File: config.mk
export PLATFORM = sky130hd
export DESIGN_NAME = autoAnim
export DESIGN_NICKNAME = d
export VERILOG_FILES = /design/src/design/lspcPkg.sv /design/src/design/autoAnim.sv
export SDC_FILE = /design/constraint.sdc
export NUM_CORES = 1
export LEC_CHECK = 0
export BUFFER_PORTS_ARGS = -buffer_cell sky130_fd_sc_hd__buf_2
export CAP_MARGIN = 5
export CORE_ASPECT_RATIO = 1.25
export CORE_UTILIZATION = 40
export DETAILED_ROUTE_END_ITERATION = 7
export SLEW_MARGIN = 20
export SYNTH_ARGS = -nofsm -noshare
export SYNTH_HDL_FRONTEND = slang
export SYNTH_SLANG_ARGS = --single-unit
File: constraint.sdc
create_clock -name CLK_24M -period 3.2 [get_ports CLK_24M]
set_clock_uncertainty 0.1 [all_clocks]
set_input_delay 0 -clock CLK_24M [delete_from_list [all_inputs] [get_ports CLK_24M]]
set_output_delay 0 -clock CLK_24M [all_outputs]
set_load 0.005 [all_outputs]
File: src/design/lspcPkg.sv
// LSPC shared definitions
// Bus and RAM widths, CPU register indices and the mode register word

package lspcPkg;

	// ==================================================
	// Widths
	// ==================================================

	// CPU data bus and video RAM word
	localparam int dataWidth = 16;
	// Register word index on the CPU bus
	localparam int regAddrWidth = 3;
	// Raster line counter, wide enough for a full frame
	localparam int rasterWidth = 9;
	// Auto-animation tile number
	localparam int aaCountWidth = 3;
	// Auto-animation frame divider
	localparam int aaSpeedWidth = 8;

	// ==================================================
	// CPU register indices
	// ==================================================

	localparam logic [regAddrWidth-1:0] regVramAddr = 3'd0;
	localparam logic [regAddrWidth-1:0] regVramRw = 3'd1;
	localparam logic [regAddrWidth-1:0] regVramMod = 3'd2;
	localparam logic [regAddrWidth-1:0] regLspcMode = 3'd3;

	// Mode register as the CPU writes it
	typedef struct packed {
		logic [aaSpeedWidth-1:0] aaSpeed;
		logic [3:0] spareHigh;
		logic aaDisable;
		logic [2:0] spareLow;
	} lspcModeWrite;

	// Mode register as the CPU reads it
	typedef struct packed {
		logic [rasterWidth-1:0] rasterLine;
		logic [3:0] spare;
		logic [aaCountWidth-1:0] aaCount;
	} lspcModeRead;

	// Same address, different meaning per direction
	typedef union packed {
		lspcModeWrite writeView;
		lspcModeRead readView;
	} lspcModeWord;

endpackage

File: src/design/autoAnim.sv
// LSPC auto-animation
// Divides frame pulses by aaSpeed+1 and steps the 3-bit tile counter

`timescale 1ns/10ps

module autoAnim
	import lspcPkg::*;
(
	input logic CLK_24M,
	input logic T73A_OUT,
	input logic frameStart,
	input logic [aaSpeedWidth-1:0] aaSpeed,
	input logic aaDisable,
	output logic [aaCountWidth-1:0] aaCount
);

	// Frames seen since the last step
	logic [aaSpeedWidth-1:0] frameDiv;
	// Divider reached the programmed speed
	logic divDone;
	logic frameTick;

	// Also catches a speed lowered below the running count
	assign divDone = (frameDiv >= aaSpeed);
	// Nothing moves while disabled
	assign frameTick = frameStart && !aaDisable;

	always_ff @(posedge CLK_24M or negedge T73A_OUT)
	begin
		if (!T73A_OUT)
		begin
			frameDiv <= '0;
			aaCount <= '0;
		end
		else if (frameTick)
		begin
			if (divDone)
			begin
				// Step tile, restart divider
				frameDiv <= '0;
				aaCount <= aaCount + 1'b1;
			end
			else
				frameDiv <= frameDiv + 1'b1;
		end
	end

endmodule

==> results_dict.tcl <==
set metrics [dict create \
    cts_hold_buf 5 \
    syn_area_um2 759 \
    clock_path_buffers 2 \
    clk_pin_slew_ns 0.07 \
    port_buffers 14 \
    syn_nets 97 \
    die_h_um 50.7 \
    slowest_stage "dlygate4sd3_1" \
    place_congestion 0.758 \
    ctsResizeCount 0 \
    power_density_nw_per_um2 534 \
    grt_antenna_before_repair 0 \
    max_cap_violations 0 \
    avgSynthCellArea_um2 10.1 \
    hp-class "in2async" \
    ys_ff_latch 11 \
    async_flop_share_pct 100 \
    grt_pass1_vias 536 \
    cp.required_ns 3.30 \
    grt_overflow 0 \
    cts_tree "yes" \
    finalPower_uw 489 \
    synth_edf_count 0 \
    hold_viol_final 0 \
    ir_worst_vdd_uv 275 \
    post_cts_buffers 0 \
    r2r-end "frameDiv[0]$_DFFE_PN0P_" \
    grt_util_all_layers_pct 14.2 \
    core_area_um2 1770 \
    leakage_nw 0.494 \
    drt_iter0_drc 5 \
    crit_path_max_fanout 8 \
    cpPeakStageDelay_ns 0.56 \
    area_growth_pct 20.4 \
    reg2reg_depth 7 \
    grt_pass1_wl_um 2000 \
    maxSlewHeadroom_pct 67.8 \
    diodes 0 \
    vias_per_cell 4.96 \
    crit_family "compound AO/OA/AOI/OAI gates" \
    ys_seq_area_share_pct 36.2 \
    ff2ff_setup_slack_ns 0.91 \
    dieArea_um2 2080 \
    utilization_pct 51.8 \
    clock-root-buffer "clkbuf_4" \
    h-tree-depth 1 \
    finalNetCount 119 \
    cts_sinks 11 \
    die_x_um 41.0 \
    wl_um 1210 \
    post_dp_cell_area_um2 838 \
    dpl.hpwl_um 949 \
    synth_warnings 0 \
    drt-pass1-iter-count 2 \
    routed-via-count 570 \
    fin_area_um2 915 \
    ys_top_cells_by_count "dfrtp_1 (11), ha_1 (10), inv_1 (9)" \
    synthFlopType "dfrtp_1" \
    clk_latency_ns 0.26 \
    critPathLaunchType "register" \
    tns_ns 0 \
    setup_violations 0 \
    hold_slack_ns 0.0323 \
    synthesis.instances 75 \
    cp.arrival_ns 2.40 \
    slew_violations 0 \
    period_share_pct 71.6 \
    max_freq_mhz 436 \
    drive_above_1_share_pct 21.9 \
    reg2reg_from "frameDiv[0]$_DFFE_PN0P_" \
    rsz0062_at_grt "no" \
    crit_type "reg2reg" \
    ios 15 \
    synth_top_cell_area_share_pct 36.2 \
    route.detailed.drc 0 \
    critPathBufInv 2 \
    nFillCells 187 \
    ant_nets 0 \
    ys_types 25 \
    cp-end-kind "register" \
    yosys.area.top_type "dfrtp_1" \
    worstMarginPinSlew_ns 0.482 \
    grt_max_degree 12 \
    synthMostInstantiatedCell "dfrtp_1" \
    initial_core_util_pct 43.0 \
    crit_chain "inv_1 -> ha_1 -> nand2b_4 -> a2111oi_4 -> o41ai_4 -> o21ai_0 -> dlygate4sd3_1" \
    wl_per_cell_um 10.5 \
    period_needed_ns 2.29 \
    cts_buffers 3 \
    row_count 17 \
    synth_area_leaders "dfrtp_1 (36%), ha_1 (16%), inv_1 (4.4%)" \
    status "completed" \
]
report_power, final:
group	internal, mW	total, mW	switching (mW)
registers	0.174	0.213	0.0384
logic	0.0992	0.184	0.0847
clock network	0.0481	0.0923	0.0441
total	0.322	0.489	0.167
cell usage in the layout (no fill, tap or decap):
cell and count:
buf_2 14, dfrtp_1 11, ha_1 10, inv_1 9, nand2_1 7, nor2_1 5
dlygate4sd3_1 5, nand3_1 4, o21ai_0 4, xor2_1 3, xnor2_1 3, clkbuf_4 3
o21a_1 2, a21oi_1 2, o2bb2ai_1 2, nor2b_1 1, nand2b_4 1, a2111oi_4 1
o41ai_4 1, and2_1 1, mux2_4 1, nand2b_1 1, nor3_1 1, and3_1 1
and4_1 1, nand3b_1 1, clkbuf_1 1
layout make-up:
cell class | instances | area (um2) | share of cell area, %
tap | 19 | 23.8 | 2.60
timing repair buffer | 19 | 120 | 13.1
multi-input combinational | 53 | 435 | 47.6
inverter | 9 | 33.8 | 3.69
clock buffer | 4 | 26.3 | 2.87
sequential | 11 | 275 | 30.1
cell families (layout without fill, tap and decap cells):
group	Yosys count	in the layout	synth area share [%]
DFF	11	11	36.2
muxes	1	1	1.98
and+or+nand+nor	24	24	16.5
adders and majority gates	10	10	16.5
buffers and inverters	11	32	6.42
AOI/OAI and AO/OA	12	12	15.5
xor gates and xnor gates	6	6	6.92
how the worst max path moves through the flow:
stage	from	end	cells past startpoint
3_5_place_dp	frameDiv[0]$_DFFE_PN0P_	aaCount[1]$_DFFE_PN0P_	7
6_report	frameDiv[0]$_DFFE_PN0P_	frameDiv[0]$_DFFE_PN0P_	7
3_3_place_gp	frameDiv[0]$_DFFE_PN0P_	aaCount[1]$_DFFE_PN0P_	7
2_1_floorplan	frameDiv[0]$_DFFE_PN0P_	aaCount[1]$_DFFE_PN0P_	8
5_1_grt	frameDiv[3]$_DFFE_PN0P_	frameDiv[0]$_DFFE_PN0P_	6
4_1_cts	frameDiv[0]$_DFFE_PN0P_	frameDiv[0]$_DFFE_PN0P_	7
routing by layer:
metal / routed length, um / GRT usage [%] / vias up
li1: - / - / 295
met3: 35 / 3.54 / 2
met1: 578 / 17.9 / 265
met5: 0 / 0 / -
met2: 576 / 20.6 / 8
met4: 14 / 8.89 / 0
sequential cells by signal, summed over array words and instances, names as in the netlist:
| signal | count |
|---|---|
| frameDiv | 8 |
| aaCount | 3 |
per-stage QoR:
stage / setup WS, ns / cells
after floorplan: 1.09 / 75
after global placement: 1.01 / 106
after detailed placement: 0.994 / 106
after CTS: 0.893 / 115
after global routing: 0.764 / 115
final: 0.908 / 115
(Power assumes the default switching activity.)
