[config.mk]
export PLATFORM = sky130hd
export DESIGN_NAME = cpuRegs
export DESIGN_NICKNAME = d
export VERILOG_FILES = /design/src/design/lspcPkg.sv /design/src/design/cpuRegs.sv
export SDC_FILE = /design/constraint.sdc
export NUM_CORES = 1
export LEC_CHECK = 0
export ABC_AREA = 1
export BUFFER_PORTS_ARGS = -buffer_cell sky130_fd_sc_hd__buf_4
export CORE_AREA = 2 2 85 87
export CTS_CLUSTER_DIAMETER = 100
export CTS_CLUSTER_SIZE = 24
export DETAILED_ROUTE_END_ITERATION = 8
export DIE_AREA = 0 0 87 89
export GPL_ROUTABILITY_DRIVEN = 0
export PLACE_DENSITY = 0.6
export SLEW_MARGIN = 20
export SYNTH_ARGS = -nofsm -noshare
export SYNTH_HDL_FRONTEND = slang
export SYNTH_SLANG_ARGS = --single-unit
export TNS_END_PERCENT = 50
[constraint.sdc]
create_clock -name CLK_24M -period 1.05 [get_ports CLK_24M]
set_input_delay 0 -clock CLK_24M [delete_from_list [all_inputs] [get_ports CLK_24M]]
set_output_delay 0 -clock CLK_24M [all_outputs]
set_load 0.02 [all_outputs]
[src/design/lspcPkg.sv]
// LSPC shared definitions
// Bus and RAM widths, CPU register indices and the mode register word

package lspcPkg;

	// ==================================================
	// Widths
	// ==================================================

	// CPU data bus and video RAM word
	localparam int dataWidth = 16;
	// Register word index on the CPU bus
	localparam int regAddrWidth = 3;
	// Raster line counter, wide enough for a full frame
	localparam int rasterWidth = 9;
	// Auto-animation tile number
	localparam int aaCountWidth = 3;
	// Auto-animation frame divider
	localparam int aaSpeedWidth = 8;

	// ==================================================
	// CPU register indices
	// ==================================================

	localparam logic [regAddrWidth-1:0] regVramAddr = 3'd0;
	localparam logic [regAddrWidth-1:0] regVramRw = 3'd1;
	localparam logic [regAddrWidth-1:0] regVramMod = 3'd2;
	localparam logic [regAddrWidth-1:0] regLspcMode = 3'd3;

	// Mode register as the CPU writes it
	typedef struct packed {
		logic [aaSpeedWidth-1:0] aaSpeed;
		logic [3:0] spareHigh;
		logic aaDisable;
		logic [2:0] spareLow;
	} lspcModeWrite;

	// Mode register as the CPU reads it
	typedef struct packed {
		logic [rasterWidth-1:0] rasterLine;
		logic [3:0] spare;
		logic [aaCountWidth-1:0] aaCount;
	} lspcModeRead;

	// Same address, different meaning per direction
	typedef union packed {
		lspcModeWrite writeView;
		lspcModeRead readView;
	} lspcModeWord;

endpackage

[src/design/cpuRegs.sv]
// LSPC CPU register port
// Strobe decode, modulo and mode registers, registered read data

`timescale 1ns/10ps

module cpuRegs
	import lspcPkg::*;
(
	input logic CLK_24M,
	input logic T73A_OUT,
	input logic [regAddrWidth-1:0] regAddr,
	input logic [dataWidth-1:0] wrData,
	input logic wrStrobe,
	input logic rdStrobe,
	input logic [rasterWidth-1:0] rasterLine,
	input logic [aaCountWidth-1:0] aaCount,
	input logic [dataWidth-1:0] ramReadData,
	output logic [dataWidth-1:0] rdData,
	output logic rdValid,
	output logic addrLoad,
	output logic ramWrite,
	output logic [dataWidth-1:0] ramWriteData,
	output logic [dataWidth-1:0] modulo,
	output logic [aaSpeedWidth-1:0] aaSpeed,
	output logic aaDisable
);

	// Write decode
	logic wrMod;
	logic wrMode;
	// Mode word, both directions
	lspcModeWord modeIn;
	lspcModeWord modeOut;
	// Read mux output
	logic [dataWidth-1:0] readWord;

	// ==================================================
	// Write side
	// ==================================================

	// RAM accesses go straight to the VRAM port
	assign addrLoad = wrStrobe && (regAddr == regVramAddr);
	assign ramWrite = wrStrobe && (regAddr == regVramRw);
	assign ramWriteData = wrData;

	assign wrMod = wrStrobe && (regAddr == regVramMod);
	assign wrMode = wrStrobe && (regAddr == regLspcMode);

	// Incoming word through the write view
	assign modeIn = wrData;

	always_ff @(posedge CLK_24M or negedge T73A_OUT)
	begin
		if (!T73A_OUT)
		begin
			modulo <= '0;
			aaSpeed <= '0;
			aaDisable <= 1'b0;
		end
		else
		begin
			if (wrMod)
				modulo <= wrData;
			// Speed and disable only, spare bits dropped
			if (wrMode)
			begin
				aaSpeed <= modeIn.writeView.aaSpeed;
				aaDisable <= modeIn.writeView.aaDisable;
			end
		end
	end

	// ==================================================
	// Read side
	// ==================================================

	// Live status through the read view
	always_comb
	begin
		modeOut = '0;
		modeOut.readView.rasterLine = rasterLine;
		modeOut.readView.aaCount = aaCount;
	end

	always_comb
	begin
		case (regAddr)
			// Both RAM registers show the addressed word
			regVramAddr, regVramRw: readWord = ramReadData;
			regVramMod: readWord = modulo;
			regLspcMode: readWord = modeOut;
			default: readWord = '0;
		endcase
	end

	// Valid one cycle after the strobe
	always_ff @(posedge CLK_24M or negedge T73A_OUT)
	begin
		if (!T73A_OUT)
			rdValid <= 1'b0;
		else
			rdValid <= rdStrobe;
	end

	// Data captured in the strobe cycle
	always_ff @(posedge CLK_24M)
	begin
		if (rdStrobe)
			rdData <= readWord;
	end

	// CPU never reads and writes in the same cycle
	strobeExclusive: assert property (@(posedge CLK_24M) disable iff (!T73A_OUT)
		!(wrStrobe && rdStrobe));

endmodule

==> results.json <==
{
  "status": "complete, no violations",
  "fp.coreArea_sq_um": 6719,
  "hold_viol": 0,
  "yosysTopAreaCellShare": 0.3266,
  "wirelength_microns": 6133,
  "multi_input_area_sq_um": 649.4,
  "synth_area_sq_um": 1992,
  "tritoncts": "built",
  "grt.total_usage": 0.1623,
  "min_path_type": "in2reg",
  "antenna_left": 0,
  "worst_setup_path_end_kind": "output pin",
  "syn-num-nets": 270,
  "synth_top_area_cell": "dfrtp_1",
  "root_buffer": "clkbuf_8",
  "nFillCells": 666,
  "clkTransAtPathRegs_ps": 80,
  "wire_per_inst_microns": 14.33,
  "start_util": 0.2965,
  "hold_start": "rasterLine[6]",
  "cap_violations": 0,
  "arrival_ps": 890,
  "clkLatencyLatePin_ps": 290,
  "critical_path_buf_inv_count": 1,
  "use_met2": 0.2748,
  "grt_max_degree": 34,
  "crit_start": "modulo[13]",
  "worstPathMaxFanout": 3,
  "grt-busiest-layer": "met2",
  "critical-path-slowest-cell": "dfrtp_1",
  "cpLargestDelayFamily": "flip-flops",
  "cts.repair.resized": 0,
  "finalPower_mw": 5.027,
  "cts_buffers": 5,
  "cts_hold_buf": 33,
  "clock-sinks": 42,
  "max_stage_delay_ps": 430,
  "critPathKind": "reg2out",
  "relSlewSlack": 0.7125,
  "met3_usage": 0.04247,
  "h-tree-depth": 2,
  "syn-mean-instance-area_sq_um": 9.095,
  "dr.pass1.iters": 5,
  "tns_ps": 0,
  "timing.final.crit_share": 0.8492,
  "dieArea_sq_um": 7743,
  "synth-seq-cells": 42,
  "hold_ws_ps": 7.361,
  "grt_setup_unrepaired": "false",
  "grt_pass1_wl_microns": 9729,
  "route.detailed.drc": 0,
  "leakage_nw": 1.650,
  "grt_overflow_total": 0,
  "syn_inst": 219,
  "postLayoutCellArea_sq_um": 3273,
  "tightest_slew_ps": 430.3,
  "layout-drive-gt1-share": 0.3793,
  "ys_seq_area_frac": 0.5678,
  "portBuffers": 110,
  "ir_drop_v": 0.0007143,
  "fp-row-count": 30,
  "grtUsageMet1": 0.2090,
  "hpwl_microns": 4209,
  "seq_area_sq_um": 1131,
  "vias": 1955,
  "slew_viol_final": 0,
  "setup_viol": 0,
  "crit_path_start_kind": "register",
  "nNetsFinal": 398,
  "cts_setup_buffers": 0,
  "cp_data_required_time_ps": 1050,
  "clk_path_buf_depth": 2,
  "ys_types": 16,
  "num_io_pins": 111,
  "antenna_found_initial": 0,
  "max_freq_ghz": 1.121,
  "die_w_microns": 87,
  "syn2layout_area_growth_pct": 64.32,
  "drt_iter0_drc": 90,
  "min_period_ps": 891.7,
  "synth.area.top_cells": "dfrtp_1 (33%), edfxtp_1 (24%), nand2_1 (16%)",
  "first_global_vias": 1987,
  "die_h_microns": 89,
  "ys.warnings.count": 0,
  "powerDensity_nw_per_um2": 1536,
  "antenna_cells": 0,
  "skew_ps": 8.290,
  "via_per_inst": 4.568,
  "place_area_sq_um": 2795,
  "rr_startpoint": "modulo[2]",
  "cp_cell_sequence": "buf_4"
}
routing by layer:
metal,up-vias,part of all wire
met5,-,0
met4,0,0.0034
met3,2,0.055
met2,62,0.48
met1,920,0.46
li1,971,-
tightest hold or removal path, stage by stage:
cell and delay, ps:
buf_4 80, nand2_1 40, nand3_1 60
where the power goes:
group | internal [mW] | switching (mW) | total (mW)
clock network | 0.953 | 0.581 | 1.53
registers | 1.94 | 0.170 | 2.11
logic | 0.643 | 0.739 | 1.38
total | 3.54 | 1.49 | 5.03
Yosys cell counts:
cell type	count
edfxtp_1	16
nor2_2	2
nor3_1	2
buf_2	4
dfrtp_1	26
nand3_1	37
inv_1	2
nand4_1	16
nand2_2	1
clkbuf_1	3
nand4_2	1
buf_1	1
buf_4	21
nor2_4	1
inv_2	3
nand2_1	83
logic make-up (layout without fill, tap and decap cells):
family / after synthesis / count (layout) / share of synthesized area
buf+inv: 34 / 163 / 0.1062
flops: 42 / 42 / 0.5678
simple gates: 143 / 143 / 0.3260
cell type report:
cell class / instances / share of cell area
timing repair buffer: 150 / 0.3777
sequential: 42 / 0.3456
multi-input combinational: 143 / 0.1984
tap: 80 / 0.03058
clock buffer: 5 / 0.02102
clock inverter: 3 / 0.02102
inverter: 5 / 0.005734
per-stage QoR:
step / instances / utilization / worst slack, ps
after floorplan: 219 / - / 188.9
after global placement: 386 / 0.4160 / 67.07
after detailed placement: 386 / 0.4160 / 75.66
after CTS: 427 / 0.4857 / 146.9
after global routing: 428 / 0.4872 / 114.0
final: 428 / 0.4872 / 158.3
state kept, by name (all words and copies together) (netlist names):
| name | cells |
|---|---|
| rdData | 16 |
| aaDisable | 1 |
| aaSpeed | 8 |
| rdValid | 1 |
| modulo | 16 |
cells in the final DEF, fill, tap and decap left out, drive strengths merged:
| cell type | instances |
|---|---|
| buf | 116 |
| clkinv | 1 |
| dlygate4sd3 | 34 |
| bufinv | 2 |
| clkbuf | 5 |
| nor2 | 3 |
| nand4 | 17 |
| edfxtp | 16 |
| nor3 | 2 |
| nand2 | 84 |
| dfrtp | 26 |
| nand3 | 37 |
| inv | 5 |
worst paths after layout:
| kind | endpoint | slack (ps) | cells past startpoint |
|---|---|---|---|
| hold / removal | rdData[13] | 7 | 3 |
| setup / recovery | modulo[13] | 160 | 1 |
| min in group asynchronous | aaSpeed[5] | 150 | 2 |
| max in group asynchronous | modulo[7] | 640 | 2 |
| setup reg to reg | rdData[2] | 210 | 2 |
| hold reg to reg | aaSpeed[5] | 490 | 2 |
No activity file was read; power rests on OpenSTA's default activity.
