File: src/design/lspcPkg.sv
// LSPC shared definitions
// Bus and RAM widths, CPU register indices and the mode register word

package lspcPkg;

	// ==================================================
	// Widths
	// ==================================================

	// CPU data bus and video RAM word
	localparam int dataWidth = 16;
	// Register word index on the CPU bus
	localparam int regAddrWidth = 3;
	// Raster line counter, wide enough for a full frame
	localparam int rasterWidth = 9;
	// Auto-animation tile number
	localparam int aaCountWidth = 3;
	// Auto-animation frame divider
	localparam int aaSpeedWidth = 8;

	// ==================================================
	// CPU register indices
	// ==================================================

	localparam logic [regAddrWidth-1:0] regVramAddr = 3'd0;
	localparam logic [regAddrWidth-1:0] regVramRw = 3'd1;
	localparam logic [regAddrWidth-1:0] regVramMod = 3'd2;
	localparam logic [regAddrWidth-1:0] regLspcMode = 3'd3;

	// Mode register as the CPU writes it
	typedef struct packed {
		logic [aaSpeedWidth-1:0] aaSpeed;
		logic [3:0] spareHigh;
		logic aaDisable;
		logic [2:0] spareLow;
	} lspcModeWrite;

	// Mode register as the CPU reads it
	typedef struct packed {
		logic [rasterWidth-1:0] rasterLine;
		logic [3:0] spare;
		logic [aaCountWidth-1:0] aaCount;
	} lspcModeRead;

	// Same address, different meaning per direction
	typedef union packed {
		lspcModeWrite writeView;
		lspcModeRead readView;
	} lspcModeWord;

endpackage

File: src/design/videoCounters.sv
// LSPC video timing
// Pixel and raster counters, sync windows and start-of-frame pulse

`timescale 1ns/10ps

module videoCounters
	import lspcPkg::*;
#(
	parameter int lineLength = 384,
	parameter int linesPerFrame = 264,
	parameter int hsyncWidth = 32,
	parameter int vsyncLines = 8
)
(
	input logic CLK_24M,
	input logic T73A_OUT,
	output logic [rasterWidth-1:0] rasterLine,
	output logic frameStart,
	output logic hsync,
	output logic vsync
);

	localparam int pixelWidth = $clog2(lineLength);

	logic [pixelWidth-1:0] pixelCount;
	logic [rasterWidth-1:0] rasterCount;
	// Set once the first frame has wrapped
	logic frameDone;
	// Next-cycle values
	logic [pixelWidth-1:0] pixelNext;
	logic [rasterWidth-1:0] rasterNext;
	logic frameDoneNext;
	logic lastPixel;
	logic lastLine;

	assign lastPixel = (pixelCount == pixelWidth'(lineLength - 1));
	assign lastLine = (rasterCount == rasterWidth'(linesPerFrame - 1));

	always_comb
	begin
		pixelNext = lastPixel ? '0 : pixelCount + 1'b1;
		rasterNext = rasterCount;
		// Line advances on pixel wrap
		if (lastPixel)
			rasterNext = lastLine ? '0 : rasterCount + 1'b1;
		frameDoneNext = frameDone || (lastPixel && lastLine);
	end

	// Sync registered from next counts, inactive through reset
	always_ff @(posedge CLK_24M or negedge T73A_OUT)
	begin
		if (!T73A_OUT)
		begin
			pixelCount <= '0;
			rasterCount <= '0;
			frameDone <= 1'b0;
			hsync <= 1'b1;
			vsync <= 1'b1;
		end
		else
		begin
			pixelCount <= pixelNext;
			rasterCount <= rasterNext;
			frameDone <= frameDoneNext;
			hsync <= !(pixelNext < pixelWidth'(hsyncWidth));
			vsync <= !(frameDoneNext && (rasterNext < rasterWidth'(vsyncLines)));
		end
	end

	// Counter origin, skipped straight after reset
	assign frameStart = frameDone && (pixelCount == '0) && (rasterCount == '0);
	assign rasterLine = rasterCount;

	pixelInRange: assert property (@(posedge CLK_24M) disable iff (!T73A_OUT)
		pixelCount < pixelWidth'(lineLength));

endmodule

File: config.mk
export PLATFORM = sky130hd
export DESIGN_NAME = videoCounters
export DESIGN_NICKNAME = d
export VERILOG_FILES = /design/src/design/lspcPkg.sv /design/src/design/videoCounters.sv
export SDC_FILE = /design/constraint.sdc
export NUM_CORES = 1
export LEC_CHECK = 0
export BUFFER_PORTS_ARGS = -buffer_cell sky130_fd_sc_hd__buf_2
export CAP_MARGIN = 20
export CORE_AREA = 10 10 56 58
export DETAILED_ROUTE_END_ITERATION = 10
export DIE_AREA = 0 0 66 68
export MAX_ROUTING_LAYER = met4
export PLACE_DENSITY = 0.74
export SYNTH_ARGS = -nofsm -noshare
export SYNTH_HDL_FRONTEND = slang
export SYNTH_SLANG_ARGS = --single-unit
File: constraint.sdc
create_clock -name CLK_24M -period 2.3 [get_ports CLK_24M]
set_clock_uncertainty 0.15 [all_clocks]
set_input_delay 0.46 -clock CLK_24M [delete_from_list [all_inputs] [get_ports CLK_24M]]
set_output_delay 0.46 -clock CLK_24M [all_outputs]
set_load 0.01 [all_outputs]
==> results of run 1 <==
timing repair:
action	in CTS	in global routing
resized for setup	1	2
setup endpoints to repair	1	1
endpoints found under the hold margin	19	0
setup buffers	0	1
hold buffers	1	0
critical path, cell delays in order (launching register included):
cell	delay, ns
dfrtp_2	0.47
nor2_1	0.15
nor4b_4	0.26
nand4_1	0.13
nor2_1	0.11
buf_2	0.14
power by group:
group          switching, mW  total (mW)  internal (mW)
logic                0.00698     0.00870        0.00172
registers                  0       0.369          0.369
clock network          0.104       0.171         0.0675
state kept, by name, summed over array words and instances (netlist names):
signal	cells
pixelCount	9
rasterLine	9
hsync	1
frameDone	1
vsync	1
worst paths after layout:
path	startpoint	endpoint	slack, ns
worst max-delay path	rasterLine[5]	frameStart	0.13
worst min-delay path	pixelCount[0]	pixelCount[0]	0.34
worst max register to register	pixelCount[0]	vsync	0.22
worst min register to register	pixelCount[0]	pixelCount[0]	0.34
max in group asynchronous	T73A_OUT	hsync	1.17
min in group asynchronous	T73A_OUT	frameDone	0.49
cell usage in the layout, fill, tap and decap left out, drive strengths merged, types with 2 or more instances in the layout:
cell and instances:
and3 2, buf 18, clkbuf 4, dfrtp 19, dfstp 2, ha 4, inv 9, nand2 13
nand3 9, nand4 3, nor2 9, nor3 5, nor4 2, o21ai 6, or2 2, xnor2 6
xor2 5
layout make-up:
class | count | area (um2)
well taps | 28 | 35.0
multi-input cells | 81 | 533
flip-flops and latches | 21 | 529
fillers | 185 | 836
inverters | 9 | 33.8
clock buffers | 4 | 26.3
repair buffers | 19 | 113
per-layer routing:
| layer | track usage | up-vias | part of all wire | wire length (um) |
|---|---|---|---|---|
| li1 | - | 434 | - | - |
| met1 | 0.118 | 428 | 0.43 | 963 |
| met2 | 0.186 | 24 | 0.50 | 1120 |
| met3 | 0.0359 | 2 | 0.064 | 143 |
| met4 | 0.0471 | 0 | 0.0071 | 16 |
| met5 | - | - | 0 | 0 |
logic make-up after synthesis:
family                   share of synthesized area
buffers and inverters                       0.0424
AND/OR/NAND/NOR                              0.234
AO/OA/AOI/OAI                               0.0928
multiplexers                                0.0137
adder cells (fa/ha/maj)                     0.0458
XOR/XNOR                                    0.0882
flip-flops                                   0.483
==> run metrics, run 1 <==
outcome finished, final reports clean; number of top-level pins 14; worst endpoint required time 1.69 ns; global router's overall resource usage 0.111; Cell Area, Synth 1090 um2; share of the yosys chip area belonging to registers 0.483; unrepaired setup endpoints after global routing no; number of global-route vias before repair 865; cell types with the largest area share after synthesis dfrtp_1 (44%), dfstp_2 (4.8%), xnor2_1 (4.8%); setup TNS 0 ns; Main synth FF type dfrtp_1; arrival time at the worst endpoint 1.56 ns; Post-synth EDFFs 0; number of hold violations in the final report 0; routed length per placed instance 13.8 um; transition time at the pin with the least slew margin 0.540 ns; Leak Pwr 0.616 nW; share of final-layout standard cells stronger than drive strength 1 0.224; f_max 461 MHz; Worst Reg2Reg Path Length in Cells 6; DIE AREA 4490 um2; max-slew violation count 0; mean cell area of the mapped netlist 9.58 um2; pin count of the biggest net entering global routing 22; critical path type reg -> out; remaining global-route overflow 0; core utilization of the finished layout 0.603; floorplan die width 66 um; post-route worst hold slack 0.340 ns; Worst Hold Path Cells 1; CTS Sinks 21; critical path fanouts, max 6; worst supply voltage drop on vdd 327 uV; share of the clock period used by the worst path after layout 0.943; filler-free cell count of the finished design 162; clock tree from TritonCTS yes; post-route antenna net violation count 0; Worst setup EP type output pin; Port Buf Inserts 13; class of the tightest hold or removal check reg -> reg; async set-or-reset flop fraction in the synthesized netlist 1.00; TritonCTS Buffers 3; Root Driver clkbuf_4; total power divided by cell area 432 nW/um2; net count after synthesis 120; worst slew slack as a fraction of its limit 0.637; DRC violation count after routing 0; most common cell in the synthesized netlist dfrtp_1; library cell occupying the most area in the post-synthesis netlist dfrtp_1; final RePlAce weighted congestion 0.860; diodes inserted 0; clk buf depth 2; leading cell types by count after synthesis dfrtp_1 (19), nand2_1 (13), inv_1 (9), nand3_1 (9), nor2_1 (9); total vias in the final route 888; Period minus WS final 2.17 ns; number of vias per cell 5.48; DRC marker count from the first detailed-route iteration 92; cell area after placement 1210 um2; smallest setup slack after layout 0.132 ns; area of the core 2110 um2; wire length of the first global-routing pass 3.80 mm; clock-pin slew of the registers on the worst-case setup and hold paths 0.11 ns; effective utilization at floorplan 0.519; placement row count 17; number of warnings printed during yosys synthesis 0; latest clock arrival within the worst-skew pair 0.30 ns; Inst Count DP 156; First-pass DRT Iterations 4; number of antenna violations at the first check in global routing 0; post-placement setup slack 0.239 ns; Final Setup Violations 0; H-tree depth 1; Post-layout nets 141; Post-Syn Instances 114; number of library cell types mapped by synthesis 34; total power draw 0.549 mW; type of element launching the critical path flop; share of the synthesized area in the top cell type 0.435; area growth from synthesis to layout 16.3%; final HPWL from detailed placement 1.67 mm; wirelength, routed 2.24 mm; finished layout cell area 1270 um2; flip-flop and latch count after synthesis 21; height of the chip 68 um; Maximum Capacitance Violations 0
Note: power is estimated with default switching activity, not from simulation.
==> run 2: changes to the inputs <==
- ABC_AREA: default -> 1
- CORE_AREA: 10 10 56 58 -> 2 2 49 51
- DIE_AREA: 0 0 66 68 -> 0 0 51 53
- PLACE_DENSITY: 0.74 -> 0.75
==> run 2 against run 1 <==
- synthesized cell count up 36%
- non-clock buffer count fell by 4
- count of clock-buffer cells in the layout stayed put
- sequential power barely moved
- wire length up 4.8%
- first-iteration DRC count shrank 82%
- die area shrank 40%
- final cell count rose by 23%
- synthesized area up 7.9%
- via count up 13%
- largest power group unchanged
- highest routed layer unchanged
==> run metrics, run 2 <==
outcome finished, final reports clean (unchanged); cells along the critical path inv_1, ha_1, nand4_1, nor4_2, buf_2 (was nor2_1, nor4b_4, nand4_1, nor2_1, buf_2); area of the core 2150 um2 (was 2110 um2); f_max 457 MHz (was 461 MHz); Slowest-stage cell, CP dfrtp_1 (was dfrtp_2); share of the clock period used by the worst path after layout 0.952 (was 0.943); critical path fanouts, max 5 (was 6); number of hold violations in the final report 0 (unchanged); Post-Syn Instances 155 (was 114); Post-synth EDFFs 0 (unchanged); number of antenna violations at the first check in global routing 0 (unchanged); flip-flop and latch count after synthesis 21 (unchanged); total power draw 0.558 mW (was 0.549 mW); number of top-level pins 14 (unchanged); share of the yosys chip area belonging to registers 0.448 (was 0.483); First-pass DRT Iterations 4 (unchanged); clk buf depth 2 (unchanged); total power divided by cell area 425 nW/um2 (was 432 nW/um2); most frequent standard cell in the layout excluding fill and tap cells nand2_1 (was dfrtp_1); number of warnings printed during yosys synthesis 0 (unchanged); height of the chip 53 um (was 68 um); H-tree depth 1 (unchanged); Leak Pwr 0.761 nW (was 0.616 nW); CTS Sinks 21 (unchanged); wire length of the first global-routing pass 4.02 mm (was 3.80 mm); logic gate share of total power 0.016 (about the same); worst slew slack as a fraction of its limit 0.687 (was 0.637); leading cell types by count after synthesis nand2_1 (32), inv_1 (29), dfrtp_1 (19), nand3_1 (18), nor2_1 (18) (was dfrtp_1 (19), nand2_1 (13), inv_1 (9), nand3_1 (9), nor2_1 (9)); most common cell in the synthesized netlist nand2_1 (was dfrtp_1); clock-pin slew of the registers on the worst-case setup and hold paths 0.12 ns (was 0.11 ns); cell area after placement 1260 um2 (was 1210 um2); number of global-route vias before repair 957 (was 865); DIE AREA 2700 um2 (was 4490 um2); number of vias per cell 5.03 (was 5.48); net count after synthesis 161 (was 120); Port Buf Inserts 13 (unchanged); max-slew violation count 0 (unchanged); library cell occupying the most area in the post-synthesis netlist dfrtp_1 (unchanged); Worst setup EP type output pin (unchanged); critical path type reg -> out (unchanged); cell types with the largest area share after synthesis dfrtp_1 (40%), nand2_1 (10%), inv_1 (9.2%) (was dfrtp_1 (44%), dfstp_2 (4.8%), xnor2_1 (4.8%)); area growth from synthesis to layout 11.4% (was 16.3%); most frequent cells in the layout nand2_1 (32), inv_1 (29), dfrtp_1 (19) (was dfrtp_1 (18), nand2_1 (13), buf_2 (13)); finished layout cell area 1310 um2 (was 1270 um2); routed length per placed instance 11.8 um (was 13.8 um); placement row count 17 (unchanged); post-route antenna net violation count 0 (unchanged); share of final-layout standard cells stronger than drive strength 1 0.174 (was 0.224); DRC violation count after routing 0 (unchanged); internal power component 0.439 mW (was 0.438 mW); Maximum Capacitance Violations 0 (unchanged); global router's overall resource usage 0.213 (was 0.111); total vias in the final route 1006 (was 888); share of the synthesized area in the top cell type 0.403 (was 0.435); core utilization of the finished layout 0.611 (was 0.603); Final Setup Violations 0 (unchanged); Period minus WS final 2.19 ns (was 2.17 ns); Root Driver clkbuf_4 (unchanged); final HPWL from detailed placement 1.81 mm (was 1.67 mm); latest clock arrival within the worst-skew pair 0.31 ns (was 0.30 ns); switch share 0.214 (was 0.202); Main synth FF type dfrtp_1 (unchanged); pin count of the biggest net entering global routing 22 (unchanged); remaining global-route overflow 0 (unchanged); mean cell area of the mapped netlist 7.60 um2 (was 9.58 um2); number of library cell types mapped by synthesis 26 (was 34); worst endpoint required time 1.69 ns (about the same); Filler Cell Count 195 (was 185); register-to-register setup slack 0.47 ns (was 0.22 ns); effective utilization at floorplan 0.549 (was 0.519); TritonCTS Buffers 3 (unchanged); transition time at the pin with the least slew margin 0.470 ns (was 0.540 ns); portion of total power attributed to sequential cells 0.662 (was 0.672); class of the tightest hold or removal check reg -> reg (unchanged); worst supply voltage drop on vdd 267 uV (was 327 uV); floorplan die width 51 um (was 66 um); async set-or-reset flop fraction in the synthesized netlist 1.00 (unchanged); diodes inserted 0 (unchanged); Cell Area, Synth 1180 um2 (was 1090 um2); longest individual stage delay on the worst path 0.43 ns (was 0.47 ns); final RePlAce weighted congestion 0.938 (was 0.860); arrival time at the worst endpoint 1.58 ns (was 1.56 ns); type of element launching the critical path flop (unchanged); clock tree from TritonCTS yes (unchanged); Post-layout nets 179 (was 141); Switch Pwr 0.119 mW (was 0.111 mW); DRC marker count from the first detailed-route iteration 17 (was 92); Clock power frac 0.323 (was 0.312); wirelength, routed 2.35 mm (was 2.24 mm)
==> run 2: power by group through the flow <==
stage | combinational (mW) | clock (mW) | sequential, mW
2_1_floorplan | 0.000000412 | 0 | 0.376
3_3_place_gp | 0.00792 | 0 | 0.376
3_5_place_dp | 0.00834 | 0 | 0.376
4_1_cts | 0.00947 | 0.188 | 0.369
5_1_grt | 0.0104 | 0.202 | 0.369
6_report | 0.00878 | 0.180 | 0.369
==> run 2: timing repair <==
item                                    CTS  global route
resized for setup                         0             1
hold buffers                              1             0
setup buffers                             0             1
endpoints found under the hold margin    19             0
endpoints found under the setup margin    0             1
==> run 2: cell families (layout without fill, tap and decap cells) <==
kind of cell / after synthesis / in the layout / synth area share
AO/OA/AOI/OAI: 9 / 9 / 0.0446
XOR/XNOR: 4 / 4 / 0.0297
adder cells (fa/ha/maj): 4 / 4 / 0.0425
buffers and inverters: 35 / 52 / 0.119
flip-flops: 21 / 21 / 0.448
AND/OR/NAND/NOR: 82 / 82 / 0.316
==> run 2: area by class of cell <==
type	count	area (um2)	area share
tap	28	35.0	0.0267
sequential	21	528	0.402
multi-input combinational	99	517	0.394
clock buffer	4	26.3	0.0200
timing repair buffer	15	82.6	0.0629
inverter	33	124	0.0944
==> run 2: critical path, delay by kind of cell, from the launching register on <==
kind | cells | cell delay [ns]
buffers and inverters | 2 | 0.28
and+or+nand+nor | 2 | 0.41
adders and majority gates | 1 | 0.15
DFF | 1 | 0.43
==> run 2: stage by stage <==
stage	instances	hold slack (ns)	TNS, ns	setup slack [ns]
finish	200	0.390	0	0.109
global route	200	0.435	-0.000131	-0.000131
CTS	199	0.387	0	0.0551
detailed placement	194	0.299	0	0.418
global placement	194	0.286	0	0.457
floorplan	155	0.0144	0	0.482
==> run 2: routing by layer <==
layer | GRT usage | wire [um] | up-vias
li1 | - | - | 517
met3 | 0.0339 | 84 | 9
met1 | 0.245 | 1040 | 457
met2 | 0.346 | 1150 | 23
met5 | - | 0 | -
met4 | 0.140 | 76 | 0
==> run 2: worst paths after layout <==
| check | cells past startpoint | startpoint | to |
|---|---|---|---|
| worst max register to register | 10 | pixelCount[0] | vsync |
| max in group asynchronous | 2 | T73A_OUT | hsync |
| worst min register to register | 2 | frameDone | frameDone |
| min in group asynchronous | 2 | T73A_OUT | pixelCount[0] |
| worst min-delay path | 2 | frameDone | frameDone |
| worst max-delay path | 5 | rasterLine[0] | frameStart |
